File: src/hdl/pm_pkg.sv
// ##########################################################
// shared types of the P-M control unit
// state is one-hot, so any other value is illegal
// ##########################################################
package pm_pkg;

	// one-shot lengths in clocks
	localparam int KC_TICKS = 3;
	localparam int PC_TICKS = 2;

	typedef logic [2:0] lg_t;
	typedef logic [3:0] lk_t;

	// main loop states
	typedef enum logic [5:0] {
		P0 = 6'b000001,
		P1 = 6'b000010,
		P2 = 6'b000100,
		P3 = 6'b001000,
		P4 = 6'b010000,
		P5 = 6'b100000
	} p_state_t;

	// instruction word as seen by the control unit
	typedef struct packed {
		logic two_word;
		logic pre_mod;
		logic b_mod;
		// opcode and register fields, decoded elsewhere
		logic [3:0] rsv_hi;
		lg_t first_reg;
		logic [1:0] rsv_lo;
		lk_t steps;
	} ir_t;

endpackage
File: src/hdl/pm_cycle_if.sv
// ##########################################################
// cycle framing between run control and the sequencer
// ##########################################################
interface pm_cycle_if;

	logic kc;
	logic pc;
	logic fetch;
	logic irq_ack;
	logic ekc;
	logic idle;

	// run control side
	modport ctl (
		output kc,
		output pc,
		output fetch,
		output irq_ack,
		input ekc,
		input idle
	);

	modport seq (
		input kc,
		input pc,
		input fetch,
		input irq_ack,
		output ekc,
		output idle
	);

endinterface

File: src/hdl/pm.sv
// ##########################################################
// P-M microinstruction control, cycle control and main loop
// start, stop and cycle are one-clock pulses, hlt and irq levels
// ##########################################################
module pm (
	input logic __clk,
	input logic rst,
	input logic start,
	input logic stop,
	input logic hlt,
	input logic cycle,
	input logic irq,
	input pm_pkg::ir_t ir,
	output logic run,
	output logic wait_ind,
	output pm_pkg::p_state_t state,
	output logic kc,
	output logic pc,
	output logic fetch,
	output logic irq_ack,
	output pm_pkg::lg_t lg,
	output pm_pkg::lk_t lk
);

	pm_cycle_if cyc ();

	// START / WAIT / CYCLE and the one-shots
	cycle_ctl i_cycle_ctl (
		.__clk(__clk),
		.rst(rst),
		.start(start),
		.stop(stop),
		.hlt(hlt),
		.cycle(cycle),
		.irq(irq),
		.run(run),
		.wait_ind(wait_ind),
		.cyc(cyc.ctl)
	);

	// P0..P5 with LG and LK
	state_seq i_state_seq (
		.__clk(__clk),
		.rst(rst),
		.ir(ir),
		.cyc(cyc.seq),
		.state(state),
		.lg(lg),
		.lk(lk)
	);

	// cycle framing visible at the top
	assign kc = cyc.kc;
	assign pc = cyc.pc;
	assign fetch = cyc.fetch;
	assign irq_ack = cyc.irq_ack;

endmodule

File: src/hdl/state_seq.sv
// ##########################################################
// main loop P0..P5, ir read in P1 only
// P5 runs steps + 1 clocks, ekc in its last clock
// ##########################################################
module state_seq (
	input logic __clk,
	input logic rst,
	input pm_pkg::ir_t ir,
	pm_cycle_if.seq cyc,
	output pm_pkg::p_state_t state,
	output pm_pkg::lg_t lg,
	output pm_pkg::lk_t lk
);
	import pm_pkg::*;

	p_state_t state_nx;
	logic [$clog2(PC_TICKS):0] pc_cnt;
	logic pc_last;
	logic irq_end;
	logic pre_mod_q;
	logic b_mod_q;
	logic lk_zero;
	logic in_p1;
	logic in_p5;

	assign in_p1 = (state == P1);
	assign in_p5 = (state == P5);

	// count PC clocks to spot the last one while PC is still high
	always_ff @(posedge __clk) begin
		if (rst || !cyc.pc) begin
			pc_cnt <= '0;
		end else begin
			pc_cnt <= pc_cnt + 1'b1;
		end
	end

	assign pc_last = cyc.pc && (pc_cnt == PC_TICKS - 1);

	group_counter i_lg (
		.__clk(__clk),
		.rst(rst),
		.load(in_p1),
		.inc(in_p5),
		.first(ir.first_reg),
		.lg(lg)
	);

	step_counter i_lk (
		.__clk(__clk),
		.rst(rst),
		.load(in_p1),
		.dec(in_p5),
		.count(ir.steps),
		.lk(lk),
		.zero(lk_zero)
	);

	// modifier bits for the states after P1
	always_ff @(posedge __clk) begin
		if (in_p1) begin
			pre_mod_q <= ir.pre_mod;
			b_mod_q <= ir.b_mod;
		end
	end

	always_comb begin
		state_nx = state;
		case (state)
			P0: begin
				if (pc_last && cyc.fetch) begin
					state_nx = P1;
				end
			end
			P1: begin
				if (ir.two_word) begin
					state_nx = P2;
				end else if (ir.pre_mod) begin
					state_nx = P3;
				end else if (ir.b_mod) begin
					state_nx = P4;
				end else begin
					state_nx = P5;
				end
			end
			P2: begin
				if (pre_mod_q) begin
					state_nx = P3;
				end else if (b_mod_q) begin
					state_nx = P4;
				end else begin
					state_nx = P5;
				end
			end
			P3: state_nx = b_mod_q ? P4 : P5;
			P4: state_nx = P5;
			P5: begin
				if (lk_zero) begin
					state_nx = P0;
				end
			end
			default: state_nx = P0;
		endcase
	end

	// interrupt receive ends right after PC
	always_ff @(posedge __clk) begin
		if (rst) begin
			state <= P0;
			irq_end <= 1'b0;
		end else begin
			state <= state_nx;
			irq_end <= pc_last && cyc.irq_ack && (state == P0);
		end
	end

	assign cyc.ekc = (in_p5 & lk_zero) | irq_end;
	assign cyc.idle = (state == P0) & ~(cyc.kc | cyc.pc | cyc.fetch | cyc.irq_ack);

endmodule

File: src/hdl/cycle_ctl.sv
// ##########################################################
// START, WAIT, CYCLE flip-flops and the KC / PC one-shots
// one idle clock sits between the fall of KC and PC
// an irq is taken with START or CYCLE set, even in WAIT
// ##########################################################
module cycle_ctl (
	input logic __clk,
	input logic rst,
	input logic start,
	input logic stop,
	input logic hlt,
	input logic cycle,
	input logic irq,
	output logic run,
	output logic wait_ind,
	pm_cycle_if.ctl cyc
);
	import pm_pkg::*;

	logic start_ff;
	logic wait_ff;
	logic cycle_ff;
	logic kc_d;
	logic pc_d;
	logic fetch_q;
	logic irq_q;
	logic req_run;
	logic req_irq;
	logic kc_trig;
	logic kc_rise;
	logic kc_fall;
	logic pc_first;
	logic fetch_now;
	logic irq_now;

	assign run = start_ff & ~wait_ff;
	assign wait_ind = wait_ff;

	// pending work for the next cycle
	assign req_run = run | cycle_ff;
	assign req_irq = irq & (start_ff | cycle_ff);

	// kc_d keeps the gap clock after KC from retriggering
	assign kc_trig = cyc.ekc | (cyc.idle & ~kc_d & (req_run | req_irq));
	assign kc_rise = cyc.kc & ~kc_d;
	assign kc_fall = kc_d & ~cyc.kc;
	assign pc_first = cyc.pc & ~pc_d;

	univib #(
		.ticks(KC_TICKS)
	) i_kc (
		.__clk(__clk),
		.rst(rst),
		.trig(kc_trig),
		.q(cyc.kc)
	);

	// PC chained to the fall of KC
	univib #(
		.ticks(PC_TICKS)
	) i_pc (
		.__clk(__clk),
		.rst(rst),
		.trig(kc_fall),
		.q(cyc.pc)
	);

	// interrupt wins over fetch
	assign irq_now = pc_first & req_irq;
	assign fetch_now = pc_first & req_run & ~req_irq;
	assign cyc.fetch = fetch_q | fetch_now;
	assign cyc.irq_ack = irq_q | irq_now;

	always_ff @(posedge __clk) begin
		if (rst) begin
			start_ff <= 1'b0;
			wait_ff <= 1'b0;
			cycle_ff <= 1'b0;
		end else begin
			if (stop) begin
				start_ff <= 1'b0;
			end else if (start) begin
				start_ff <= 1'b1;
			end
			// hlt only counts at the rise of KC
			if (start || irq_now) begin
				wait_ff <= 1'b0;
			end else if (kc_rise && hlt) begin
				wait_ff <= 1'b1;
			end
			if (cycle) begin
				cycle_ff <= 1'b1;
			end else if (pc_first) begin
				cycle_ff <= 1'b0;
			end
		end
	end

	// decision held until KC starts again
	always_ff @(posedge __clk) begin
		if (rst) begin
			kc_d <= 1'b0;
			pc_d <= 1'b0;
			fetch_q <= 1'b0;
			irq_q <= 1'b0;
		end else begin
			kc_d <= cyc.kc;
			pc_d <= cyc.pc;
			if (kc_trig && !cyc.kc) begin
				fetch_q <= 1'b0;
				irq_q <= 1'b0;
			end else begin
				fetch_q <= fetch_q | fetch_now;
				irq_q <= irq_q | irq_now;
			end
		end
	end

endmodule

File: src/hdl/step_counter.sv
// ##########################################################
// step counter LK, loadable, counts down and holds at zero
// ##########################################################
module step_counter (
	input logic __clk,
	input logic rst,
	input logic load,
	input logic dec,
	input pm_pkg::lk_t count,
	output pm_pkg::lk_t lk,
	output logic zero
);

	assign zero = (lk == '0);

	// dec at zero is a no-op
	always_ff @(posedge __clk) begin
		if (rst) begin
			lk <= '0;
		end else if (load) begin
			lk <= count;
		end else if (dec && !zero) begin
			lk <= lk - 1'b1;
		end
	end

endmodule

File: src/hdl/group_counter.sv
// ##########################################################
// register group counter LG, wraps from 7 to 0
// load has priority over inc
// ##########################################################
module group_counter (
	input logic __clk,
	input logic rst,
	input logic load,
	input logic inc,
	input pm_pkg::lg_t first,
	output pm_pkg::lg_t lg
);

	// preload with the first register of the group
	always_ff @(posedge __clk) begin
		if (rst) begin
			lg <= '0;
		end else if (load) begin
			lg <= first;
		end else if (inc) begin
			// natural modulo 8 wrap
			lg <= lg + 1'b1;
		end
	end

endmodule

File: src/hdl/univib.sv
// ##########################################################
// clocked one-shot, q high for ticks clocks after trig
// trig while q is high is ignored, ticks must be at least 1
// ##########################################################
module univib #(
	parameter int ticks = 1
) (
	input logic __clk,
	input logic rst,
	input logic trig,
	output logic q
);

	typedef logic [$clog2(ticks + 1) - 1:0] cnt_t;

	cnt_t cnt;

	// load on trigger only while idle
	always_ff @(posedge __clk) begin
		if (rst) begin
			cnt <= '0;
		end else if (cnt == '0) begin
			if (trig) begin
				cnt <= cnt_t'(ticks);
			end
		end else begin
			cnt <= cnt - 1'b1;
		end
	end

	assign q = (cnt != '0);

endmodule

File: config.mk
export PLATFORM = sky130hd
export DESIGN_NAME = pm
export DESIGN_NICKNAME = d
export VERILOG_FILES = /design/src/hdl/pm_pkg.sv /design/src/hdl/pm_cycle_if.sv /design/src/hdl/pm.sv /design/src/hdl/state_seq.sv /design/src/hdl/cycle_ctl.sv /design/src/hdl/step_counter.sv /design/src/hdl/group_counter.sv /design/src/hdl/univib.sv
export SDC_FILE = /design/constraint.sdc
export NUM_CORES = 1
export LEC_CHECK = 0
export BUFFER_PORTS_ARGS = -buffer_cell sky130_fd_sc_hd__buf_4
export CAP_MARGIN = 10
export CORE_MARGIN = 2
export CORE_UTILIZATION = 50
export DETAILED_ROUTE_END_ITERATION = 7
export PLACE_DENSITY = 0.78
export SLEW_MARGIN = 20
export SYNTH_ARGS = -nofsm -noshare
export SYNTH_HDL_FRONTEND = slang
export SYNTH_SLANG_ARGS = --single-unit
File: constraint.sdc
create_clock -name __clk -period 2.4 [get_ports __clk]
set_clock_uncertainty 0.15 [all_clocks]
set_input_delay 0.24 -clock __clk [delete_from_list [all_inputs] [get_ports __clk]]
set_output_delay 0.24 -clock __clk [all_outputs]
set_load 0.02 [all_outputs]
==> results of run 1 <==
## cell families after synthesis
| kind of cell | share of synthesized area [%] |
|---|---|
| AO/OA/AOI/OAI | 12.3 |
| XOR/XNOR | 3.12 |
| adder cells (fa/ha/maj) | 5.34 |
| buffers and inverters | 6.32 |
| flip-flops | 42.7 |
| multiplexers | 4.36 |
| AND/OR/NAND/NOR | 25.8 |
## layer usage
layer  vias to the layer above  part of all wire [%]  track usage [%]
met5                         -                     0                0
li1                        639                     -                -
met3                         5                   5.2             5.44
met2                        34                    51             36.0
met4                         0                   1.5             6.98
met1                       571                    43             20.7
## worst reg2reg max path: stages, from the launching register on
cell,delay (ps)
dfxtp_1,350
inv_1,60
ha_1,310
nor3_1,200
o21ai_0,120
and2_1,230
a31oi_1,220
mux2_1,350
## where the power goes
| part | total (uW) | internal (uW) | switching [uW] |
|---|---|---|---|
| Sequential | 574 | 543 | 31.0 |
| Clock | 426 | 248 | 178 |
| Combinational | 398 | 165 | 233 |
## layout by cell type (no fill, tap or decap), drive strengths merged
cell | Yosys | layout
a211oi | 8 | 8
a21o | 1 | 1
a21oi | 7 | 7
a22oi | 1 | 1
a31oi | 2 | 2
a32oi | 1 | 1
a41oi | 1 | 1
and2 | 2 | 2
buf | 4 | 36
bufinv | 0 | 1
clkbuf | 3 | 6
clkinvlp | 0 | 1
dfxtp | 27 | 27
dlygate4sd3 | 0 | 6
edfxtp | 2 | 2
ha | 6 | 6
inv | 15 | 15
mux2 | 1 | 1
mux2i | 5 | 5
nand2 | 9 | 9
nand2b | 2 | 2
nand3 | 1 | 1
nand3b | 3 | 3
nand4b | 3 | 3
nor2 | 24 | 24
nor2b | 3 | 3
nor3 | 10 | 10
nor3b | 2 | 2
nor4 | 6 | 6
o211ai | 1 | 1
o21ai | 5 | 5
or2b | 1 | 1
xnor2 | 3 | 3
xor2 | 2 | 2
## repair_timing
| action | in CTS | in global routing |
|---|---|---|
| endpoints found under the hold margin | 7 | 0 |
| hold buffers | 6 | 0 |
| setup buffers | 0 | 0 |
| resized for setup | 0 | 0 |
## stage by stage
step	power [uW]	instance area (um^2)
2_1_floorplan	846	1410
3_3_place_gp	951	1680
3_5_place_dp	976	1680
4_1_cts	1410	1830
5_1_grt	1480	1830
6_report	1400	1830
## final timing paths
check,startpoint,to,slack (ps),depth (start not counted)
setup / recovery,i_cycle_ctl.i_pc.cnt[0],fetch,210,7
hold / removal,ir[15],i_state_seq.state[2],30,2
setup reg to reg,i_cycle_ctl.i_pc.cnt[0],i_cycle_ctl.i_kc.cnt[1],310,7
hold reg to reg,i_state_seq.pc_cnt[0],i_state_seq.pc_cnt[0],290,1
## final cells by class
type                    count  area share (%)
flip-flops and latches     29            32.8
clock buffers               6            2.80
repair buffers             42            18.0
multi-input cells         110            39.1
inverters                  15            3.08
well taps                  31            2.12
clock inverters             2            2.05
## flip-flops by register name, indices dropped and copies added (netlist names), 2 cells and up
register              flops
i_state_seq.pc_cnt        2
i_state_seq.state         6
i_state_seq.i_lg.lg       3
i_cycle_ctl.i_kc.cnt      2
i_cycle_ctl.i_pc.cnt      2
i_state_seq.i_lk.lk       4
==> impl_metrics.yaml, run 1 <==
floorplanning:
  chipHeight_um: 57.0
  dieArea_um2: 3250
  ios: 42
  num_rows: 19
  design.core.area_um2: 2710
  die_w_um: 57.0
  start_util_pct: 51.8
power:
  powerDensity_nw_per_um2: 764
  leakage_uw: 0.000829
  max-vdd-ir-drop_v: 0.000639
worst_setup_path:
  end_kind: "output pin"
  crit_family: "simple AND/OR/NAND/NOR gates"
  path_cells: "inv_1, ha_1, nor3_1, o21ai_0, and2_1, inv_1, buf_4"
  crit_required_ps: 2010
  path_buf_inv: 3
  crit_top_cell: "inv_1"
  cp_slowest_stage_delay_ps: 350
  start_kind: "flip-flop"
  worstPathArrival_ps: 1800
  critPathKind: "reg -> out"
  cp_slowest_cell: "dfxtp_1"
  critPathMaxFanout: 10
drt:
  drt-vias-per-instance: 5.31
  dr.pass1.iters: 4
  antenna_left: 0
  routedWlPerCell_um: 12.5
  vias: 1249
  drt-total-wl_um: 2930
  first_iter_violations: 18
  drc: 0
place:
  gp_congestion: 0.759
  place_ws_ps: 307
  portBuffers: 35
  dp_cells: 221
  dpl.hpwl_um: 2120
cells_and_area:
  fillers: 228
  area_growth_pct: 30.3
  multi_input_area_um2: 716
  final-seq-area_um2: 601
  stdcell_count: 235
  n_antenna_cell: 0
  drive_gt1_share_pct: 24.0
  final_util_pct: 67.5
  nNetsFinal: 232
global_routing:
  grt_pass1_vias: 1178
  grt_usage_pct: 19.3
  antenna_found_initial: 0
  grt_pass1_wl_um: 4950
  grt-ovfl-total: 0
  grt_max_degree: 29
yosys:
  synth_most_common_cell: "dfxtp_1"
  synth_edf_count: 2
  synth-seq-cells: 29
  syn-num-nets: 190
  ys_seq_area_share_pct: 42.7
  synth.top_cell.area_share_pct: 38.5
  yosys.area.top_type: "dfxtp_1"
  synthFlopType: "dfxtp_1"
  synthTopCellsByCount: "27 x dfxtp_1, 24 x nor2_1, 15 x inv_1"
  netlist_instances: 161
  synth_area_um2: 1410
  ys_types: 37
  yosys_warnings: 0
  ys_async_sr_fraction_pct: 0
  synth_area_leaders: "dfxtp_1 38%, nor2_1 6.4%, ha_1 5.3%"
  avgSynthCellArea_um2: 8.73
timing:
  totalNegativeSetupSlack_ps: 0
  fmax_ghz: 0.457
  rsz0062_at_grt: "no"
  report.final.slew_viol_count: 0
  worstMarginPinSlew_ps: 498
  max_slew_margin_pct: 66.5
  setup-violations-final: 0
  hold_ws_ps: 34.6
  setup_ws_ps: 214
  fin_crit_ps: 2190
  period_share_pct: 91.1
  hold_viol: 0
cts:
  cts_buffer_depth: 2
  cts.sinks: 29
  cts.clk_slew.worst_paths_ps: 100
  cts_tree: "done"
  htreeDepth: 2
  clock_latency_ps: 330
  clockRootBuffer: "clkbuf_4"
  numCtsBuffers: 5
outcome:
  outcome: "completed"
flow_run:
  drv_cap: 0
min_path:
  worstHoldPathType: "in -> reg"
(Power assumes the default switching activity.)
==> run 2, diff against run 1 <==
ABC_AREA = 1   (was not set)
CORE_UTILIZATION = 51   (was 50)
PLACE_DENSITY = 0.79   (was 0.78)
==> run 2 against run 1 <==
Compared with the run above: fmax is 14% higher; clock power is 31% lower; highest routed layer unchanged; critical path depth is 1 lower; die area is 2.2% higher; setup slack better by 270 ps.
==> impl_metrics.yaml, run 2 <==
outcome:
  outcome: "completed"
timing:
  hold_ws_ps: 19.0
  hold_viol: 0
  fmax_ghz: 0.521
  rsz0062_at_grt: "no"
  worstMarginPinSlew_ps: 390
  totalNegativeSetupSlack_ps: 0
  period_share_pct: 79.9
  report.final.slew_viol_count: 0
  max_slew_margin_pct: 74.0
  fin_crit_ps: 1920
  setup-violations-final: 0
power:
  leakage_uw: 0.000897
  max-vdd-ir-drop_v: 0.000711
  power_frac_clock_pct: 17.2
  comb_power_share_pct: 46.0
  p_sw_uw: 707
  powerDensity_nw_per_um2: 922
  swShare_pct: 41.3
  seqPwrFrac_pct: 36.8
  internal_power_uw: 1000
worst_setup_path:
  cp_slowest_cell: "dfxtp_1"
  start_kind: "flip-flop"
  critPathKind: "reg -> out"
  worstPathArrival_ps: 1530
  end_kind: "output pin"
  regToRegSetupSlack_ps: 720
  crit_family: "simple AND/OR/NAND/NOR gates"
  crit_required_ps: 2010
  path_cells: "inv_1, ha_1, nor2_2, nand3_1, nand2_2, buf_4"
  path_buf_inv: 2
  critPathMaxFanout: 6
  cp_slowest_stage_delay_ps: 350
yosys:
  synthTopCellsByCount: "31 x inv_1, 28 x nand2_1, 27 x dfxtp_1"
  yosys_warnings: 0
  synth_edf_count: 2
  ys_types: 34
  synthFlopType: "dfxtp_1"
  synth_most_common_cell: "inv_1"
  netlist_instances: 190
  ys_seq_area_share_pct: 41.0
  avgSynthCellArea_um2: 7.72
  synth_area_um2: 1470
  synth-seq-cells: 29
  ys_async_sr_fraction_pct: 0
  syn-num-nets: 219
  synth_area_leaders: "dfxtp_1 37%, inv_1 7.9%, nand2_1 7.2%"
  yosys.area.top_type: "dfxtp_1"
  synth.top_cell.area_share_pct: 36.9
drt:
  dr.pass1.iters: 4
  drt-total-wl_um: 3020
  drc: 0
  routedWlPerCell_um: 11.3
  vias: 1343
  first_iter_violations: 38
  drt-vias-per-instance: 5.05
  antenna_left: 0
cells_and_area:
  final-seq-area_um2: 601
  n_antenna_cell: 0
  multi_input_area_um2: 714
  area_growth_pct: 26.5
  nNetsFinal: 263
  fin_area_um2: 1860
  layout_common_cells: "35 x buf_4, 31 x inv_1, 28 x nand2_1"
  largest_reg_flops: 6
  drive_gt1_share_pct: 27.7
  final_common_cell: "buf_4"
  final_util_pct: 67.9
  largest_register: "i_state_seq.state"
  fillers: 243
  largest_registers: "i_state_seq.state x6, i_state_seq.i_lk.lk x4, i_state_seq.i_lg.lg x3"
floorplanning:
  dieArea_um2: 3320
  start_util_pct: 53.6
  chipHeight_um: 57.6
  design.core.area_um2: 2730
  ios: 42
  die_w_um: 57.6
  num_rows: 19
place:
  gp_congestion: 0.797
  dpl.hpwl_um: 2240
  placed_area_um2: 1750
  portBuffers: 35
cts:
  numCtsBuffers: 5
  cts_resized: 0
  clockRootBuffer: "clkbuf_4"
  cts_buffer_depth: 2
  clock_latency_ps: 330
  htreeDepth: 2
  cts.clk_slew.worst_paths_ps: 100
  cts.sinks: 29
  cts_tree: "done"
global_routing:
  grt_pass1_vias: 1246
  antenna_found_initial: 0
  grt_max_degree: 16
  grt-ovfl-total: 0
  grt_usage_pct: 20.2
  grt_pass1_wl_um: 5100
min_path:
  worstHoldPathType: "in -> reg"
flow_run:
  drv_cap: 0
run 2: cell count changes after synthesis, sizes merged, moves of 5 or more:
cell	previous run	this run
a211oi	8	0
inv	15	36
mux2i	5	0
nand2	9	31
nand3	1	10
nand4	0	6
nor4	6	1
o21ai	5	13
run 2: tightest hold or removal path: stages:
cell and delay, ps:
buf_4 110, nand2_1 50, a31oi_1 60
run 2: cells by family after synthesis:
logic type	after synthesis	synth area share, %
adder cells (fa/ha/maj)	6	5.12
flip-flops	29	41.0
AND/OR/NAND/NOR	80	28.2
AO/OA/AOI/OAI	33	13.7
XOR/XNOR	3	1.79
buffers and inverters	39	10.3
run 2: worst paths after layout:
check / end / startpoint / depth (start not counted)
worst max register to register: i_state_seq.i_lk.lk[1] / i_state_seq.i_lk.lk[0] / 9
worst min-delay path: i_state_seq.i_lk.lk[2] / ir[2] / 3
worst min register to register: i_state_seq.pc_cnt[0] / i_state_seq.pc_cnt[0] / 1
worst max-delay path: fetch / i_cycle_ctl.i_pc.cnt[1] / 6
run 2: repair_timing:
item,in CTS,in global routing
buffers inserted,0,0
endpoints found under the setup margin,0,0
hold buffers,5,0
endpoints found under the hold margin,5,0
run 2: through the flow:
step                total power [uW]  worst slack [ps]  instances
floorplan                       1200               740        190
global placement                1400               737        253
detailed placement              1420               726        253
CTS                             1720               471        266
global route                    1840               375        266
finish                          1710               482        266
run 2: layout make-up:
type | count | share of cell area (%)
Timing Repair Buffer | 40 | 16.9
Multi-Input combinational cell | 122 | 38.5
Tap cell | 31 | 2.09
Clock buffer | 5 | 2.02
Sequential cell | 29 | 32.4
Inverter | 36 | 7.28
Clock inverter | 3 | 0.877
run 2: power by group through the flow:
stage / clock network (uW) / logic (uW) / registers (uW)
after global placement: 0 / 758 / 639
after detailed placement: 0 / 782 / 641
after global routing: 315 / 883 / 641
final: 294 / 787 / 629
after CTS: 297 / 793 / 630
after floorplan: 0 / 536 / 663
run 2: layer usage:
| layer | global-route usage [%] | part of all wire, % | wire [um] |
|---|---|---|---|
| met1 | 24.5 | 48 | 1440 |
| met2 | 32.0 | 46 | 1390 |
| met5 | 0 | 0 | 0 |
| met3 | 6.92 | 4.3 | 130 |
| met4 | 9.63 | 2.0 | 59 |
==> run 3, diff against run 2 <==
CORE_UTILIZATION = 46   (was 51)
PLACE_DENSITY = 0.75   (was 0.79)
clock period = 1.7 ns   (was 2.4 ns; I/O delays follow)
==> run 3 against run 2 <==
Compared with the run above: clock power increased by 36%; critical path depth unchanged; critical path type unchanged; wire length increased by 13%; combinational power increased by 63%; highest routed layer unchanged; non-clock buffer count increased by 11.
==> impl_metrics.yaml, run 3 (same netlist as run 2, synthesis figures left out) <==
cts:
  post_cts_buffers: 0
  cts.clk_slew.worst_paths_ps: 80
  clockRootBuffer: "clkbuf_4"
  cts.sinks: 29
  htreeDepth: 2
  cts_buffer_depth: 2
  clock_latency_ps: 330
  cts_tree: "done"
  numCtsBuffers: 5
min_path:
  min_to: "i_state_seq.i_lk.lk[0]"
  min_from: "ir[0]"
  worstHoldPathCells: 3
  worstHoldPathType: "in -> reg"
worst_setup_path:
  end_kind: "output pin"
  r2r_end: "i_state_seq.i_lk.lk[3]"
  cp_slowest_cell: "dfxtp_2"
  regToRegSetupSlack_ps: 140
  r2r_cells: 9
  start_kind: "flip-flop"
  critPathKind: "reg -> out"
  crit_required_ps: 1380
  cp_slowest_stage_delay_ps: 340
  path_buf_inv: 2
  critPathMaxFanout: 4
  path_cells: "inv_2, ha_4, nor2_4, nand3_2, nand2_2, buf_6"
  crit_family: "flip-flops"
  r2r-start: "i_state_seq.i_lk.lk[1]"
  worstPathArrival_ps: 1340
floorplanning:
  chipHeight_um: 60.5
  die_w_um: 60.5
  dieArea_um2: 3660
  start_util_pct: 48.0
  ios: 42
  num_rows: 20
  design.core.area_um2: 3050
cells_and_area:
  fillers: 271
  drive_gt1_share_pct: 30.9
  largest_reg_flops: 6
  largest_registers: "i_state_seq.state x6, i_state_seq.i_lk.lk x4, i_state_seq.i_lg.lg x3"
  final_common_cell: "buf_4"
  n_antenna_cell: 0
  final-seq-area_um2: 606
  nNetsFinal: 274
  area_growth_pct: 37.4
  multi_input_area_um2: 751
  layout_common_cells: "38 x buf_4, 29 x inv_1, 28 x nand2_1"
  final_util_pct: 66.0
  largest_register: "i_state_seq.state"
timing:
  period_share_pct: 97.4
  setup-violations-final: 0
  report.final.slew_viol_count: 0
  worstMarginPinSlew_ps: 374
  fin_crit_ps: 1660
  setup_ws_ps: 44.8
  max_slew_margin_pct: 75.0
  fmax_ghz: 0.604
  hold_viol: 0
  rsz0062_at_grt: "yes"
outcome:
  outcome: "completed"
global_routing:
  grt-ovfl-total: 0
  antenna_found_initial: 0
  grt_pass1_vias: 1320
  grt_usage_pct: 20.3
  grt_pass1_wl_um: 5490
  grt_max_degree: 16
power:
  internal_power_uw: 1540
  powerDensity_nw_per_um2: 1280
  seqPwrFrac_pct: 34.9
  power_frac_clock_pct: 15.4
  max-vdd-ir-drop_v: 0.000759
  p_sw_uw: 1040
  leakage_uw: 0.000957
  swShare_pct: 40.2
  power.total_uw: 2580
  comb_power_share_pct: 49.6
drt:
  vias: 1384
  dr.pass1.iters: 4
  drt-vias-per-instance: 4.77
  routedWlPerCell_um: 11.8
  first_iter_violations: 51
  drc: 0
  antenna_left: 0
  drt-total-wl_um: 3410
place:
  portBuffers: 35
  gp_congestion: 0.801
  place_ws_ps: 76.0
  dpl.hpwl_um: 2320
flow_run:
  drv_cap: 0
run 3: timing repair:
item                       4_1_cts  5_1_grt
hold endpoints to repair        19        0
hold buffers                    13        0
setup endpoints to repair        2       12
pin swaps                        1        6
resized for setup                2       13
run 3: through the flow:
stage	std cells	cell area [um^2]	TNS [ps]	hold WS, ps
after detailed placement	270	1800	0	185
after global placement	270	1800	0	184
after CTS	291	1980	0	16.6
final	290	2010	0	6.26
after floorplan	190	1470	0	96.8
after global routing	290	2010	-31.1	22.8
run 3: how the worst max path moves through the flow:
stage                             from  depth (start not counted)                      end  slack, ps
6_report       i_cycle_ctl.i_pc.cnt[1]                          6                    fetch         40
5_1_grt        i_cycle_ctl.i_pc.cnt[1]                          6                    fetch        -30
4_1_cts        i_cycle_ctl.i_pc.cnt[0]                          6                    fetch         10
3_5_place_dp    i_state_seq.i_lk.lk[0]                          8   i_state_seq.i_lk.lk[3]         80
3_3_place_gp   i_cycle_ctl.i_pc.cnt[0]                         10  i_cycle_ctl.i_kc.cnt[0]         90
2_1_floorplan  i_cycle_ctl.i_pc.cnt[0]                         10  i_cycle_ctl.i_kc.cnt[0]         40
run 3: routing by layer:
| layer | routed length [um] | GRT usage (%) | share of wire (%) |
|---|---|---|---|
| met3 | 95 | 4.05 | 2.8 |
| met4 | 65 | 10.2 | 1.9 |
| met1 | 1550 | 23.7 | 46 |
| met5 | 0 | 0 | 0 |
| met2 | 1690 | 35.2 | 50 |
run 3: power groups by stage:
| stage | clock [uW] | combinational [uW] | sequential (uW) |
|---|---|---|---|
| final | 399 | 1280 | 902 |
| after global routing | 447 | 1430 | 918 |
| after CTS | 413 | 1210 | 891 |
| after detailed placement | 0 | 1170 | 905 |
| after global placement | 0 | 1150 | 901 |
| after floorplan | 0 | 756 | 936 |
run 3: final cells by class:
type	instances	share of cell area (%)
clock buffer	8	2.42
timing repair buffer	51	20.7
tap	44	2.73
sequential	29	30.1
inverter	36	6.83
multi-input combinational	122	37.3
run 3: worst min-delay path, delay by kind of cell:
family                 cells  cell delay (ps)
AO/OA/AOI/OAI              2              190
buffers and inverters      1               80
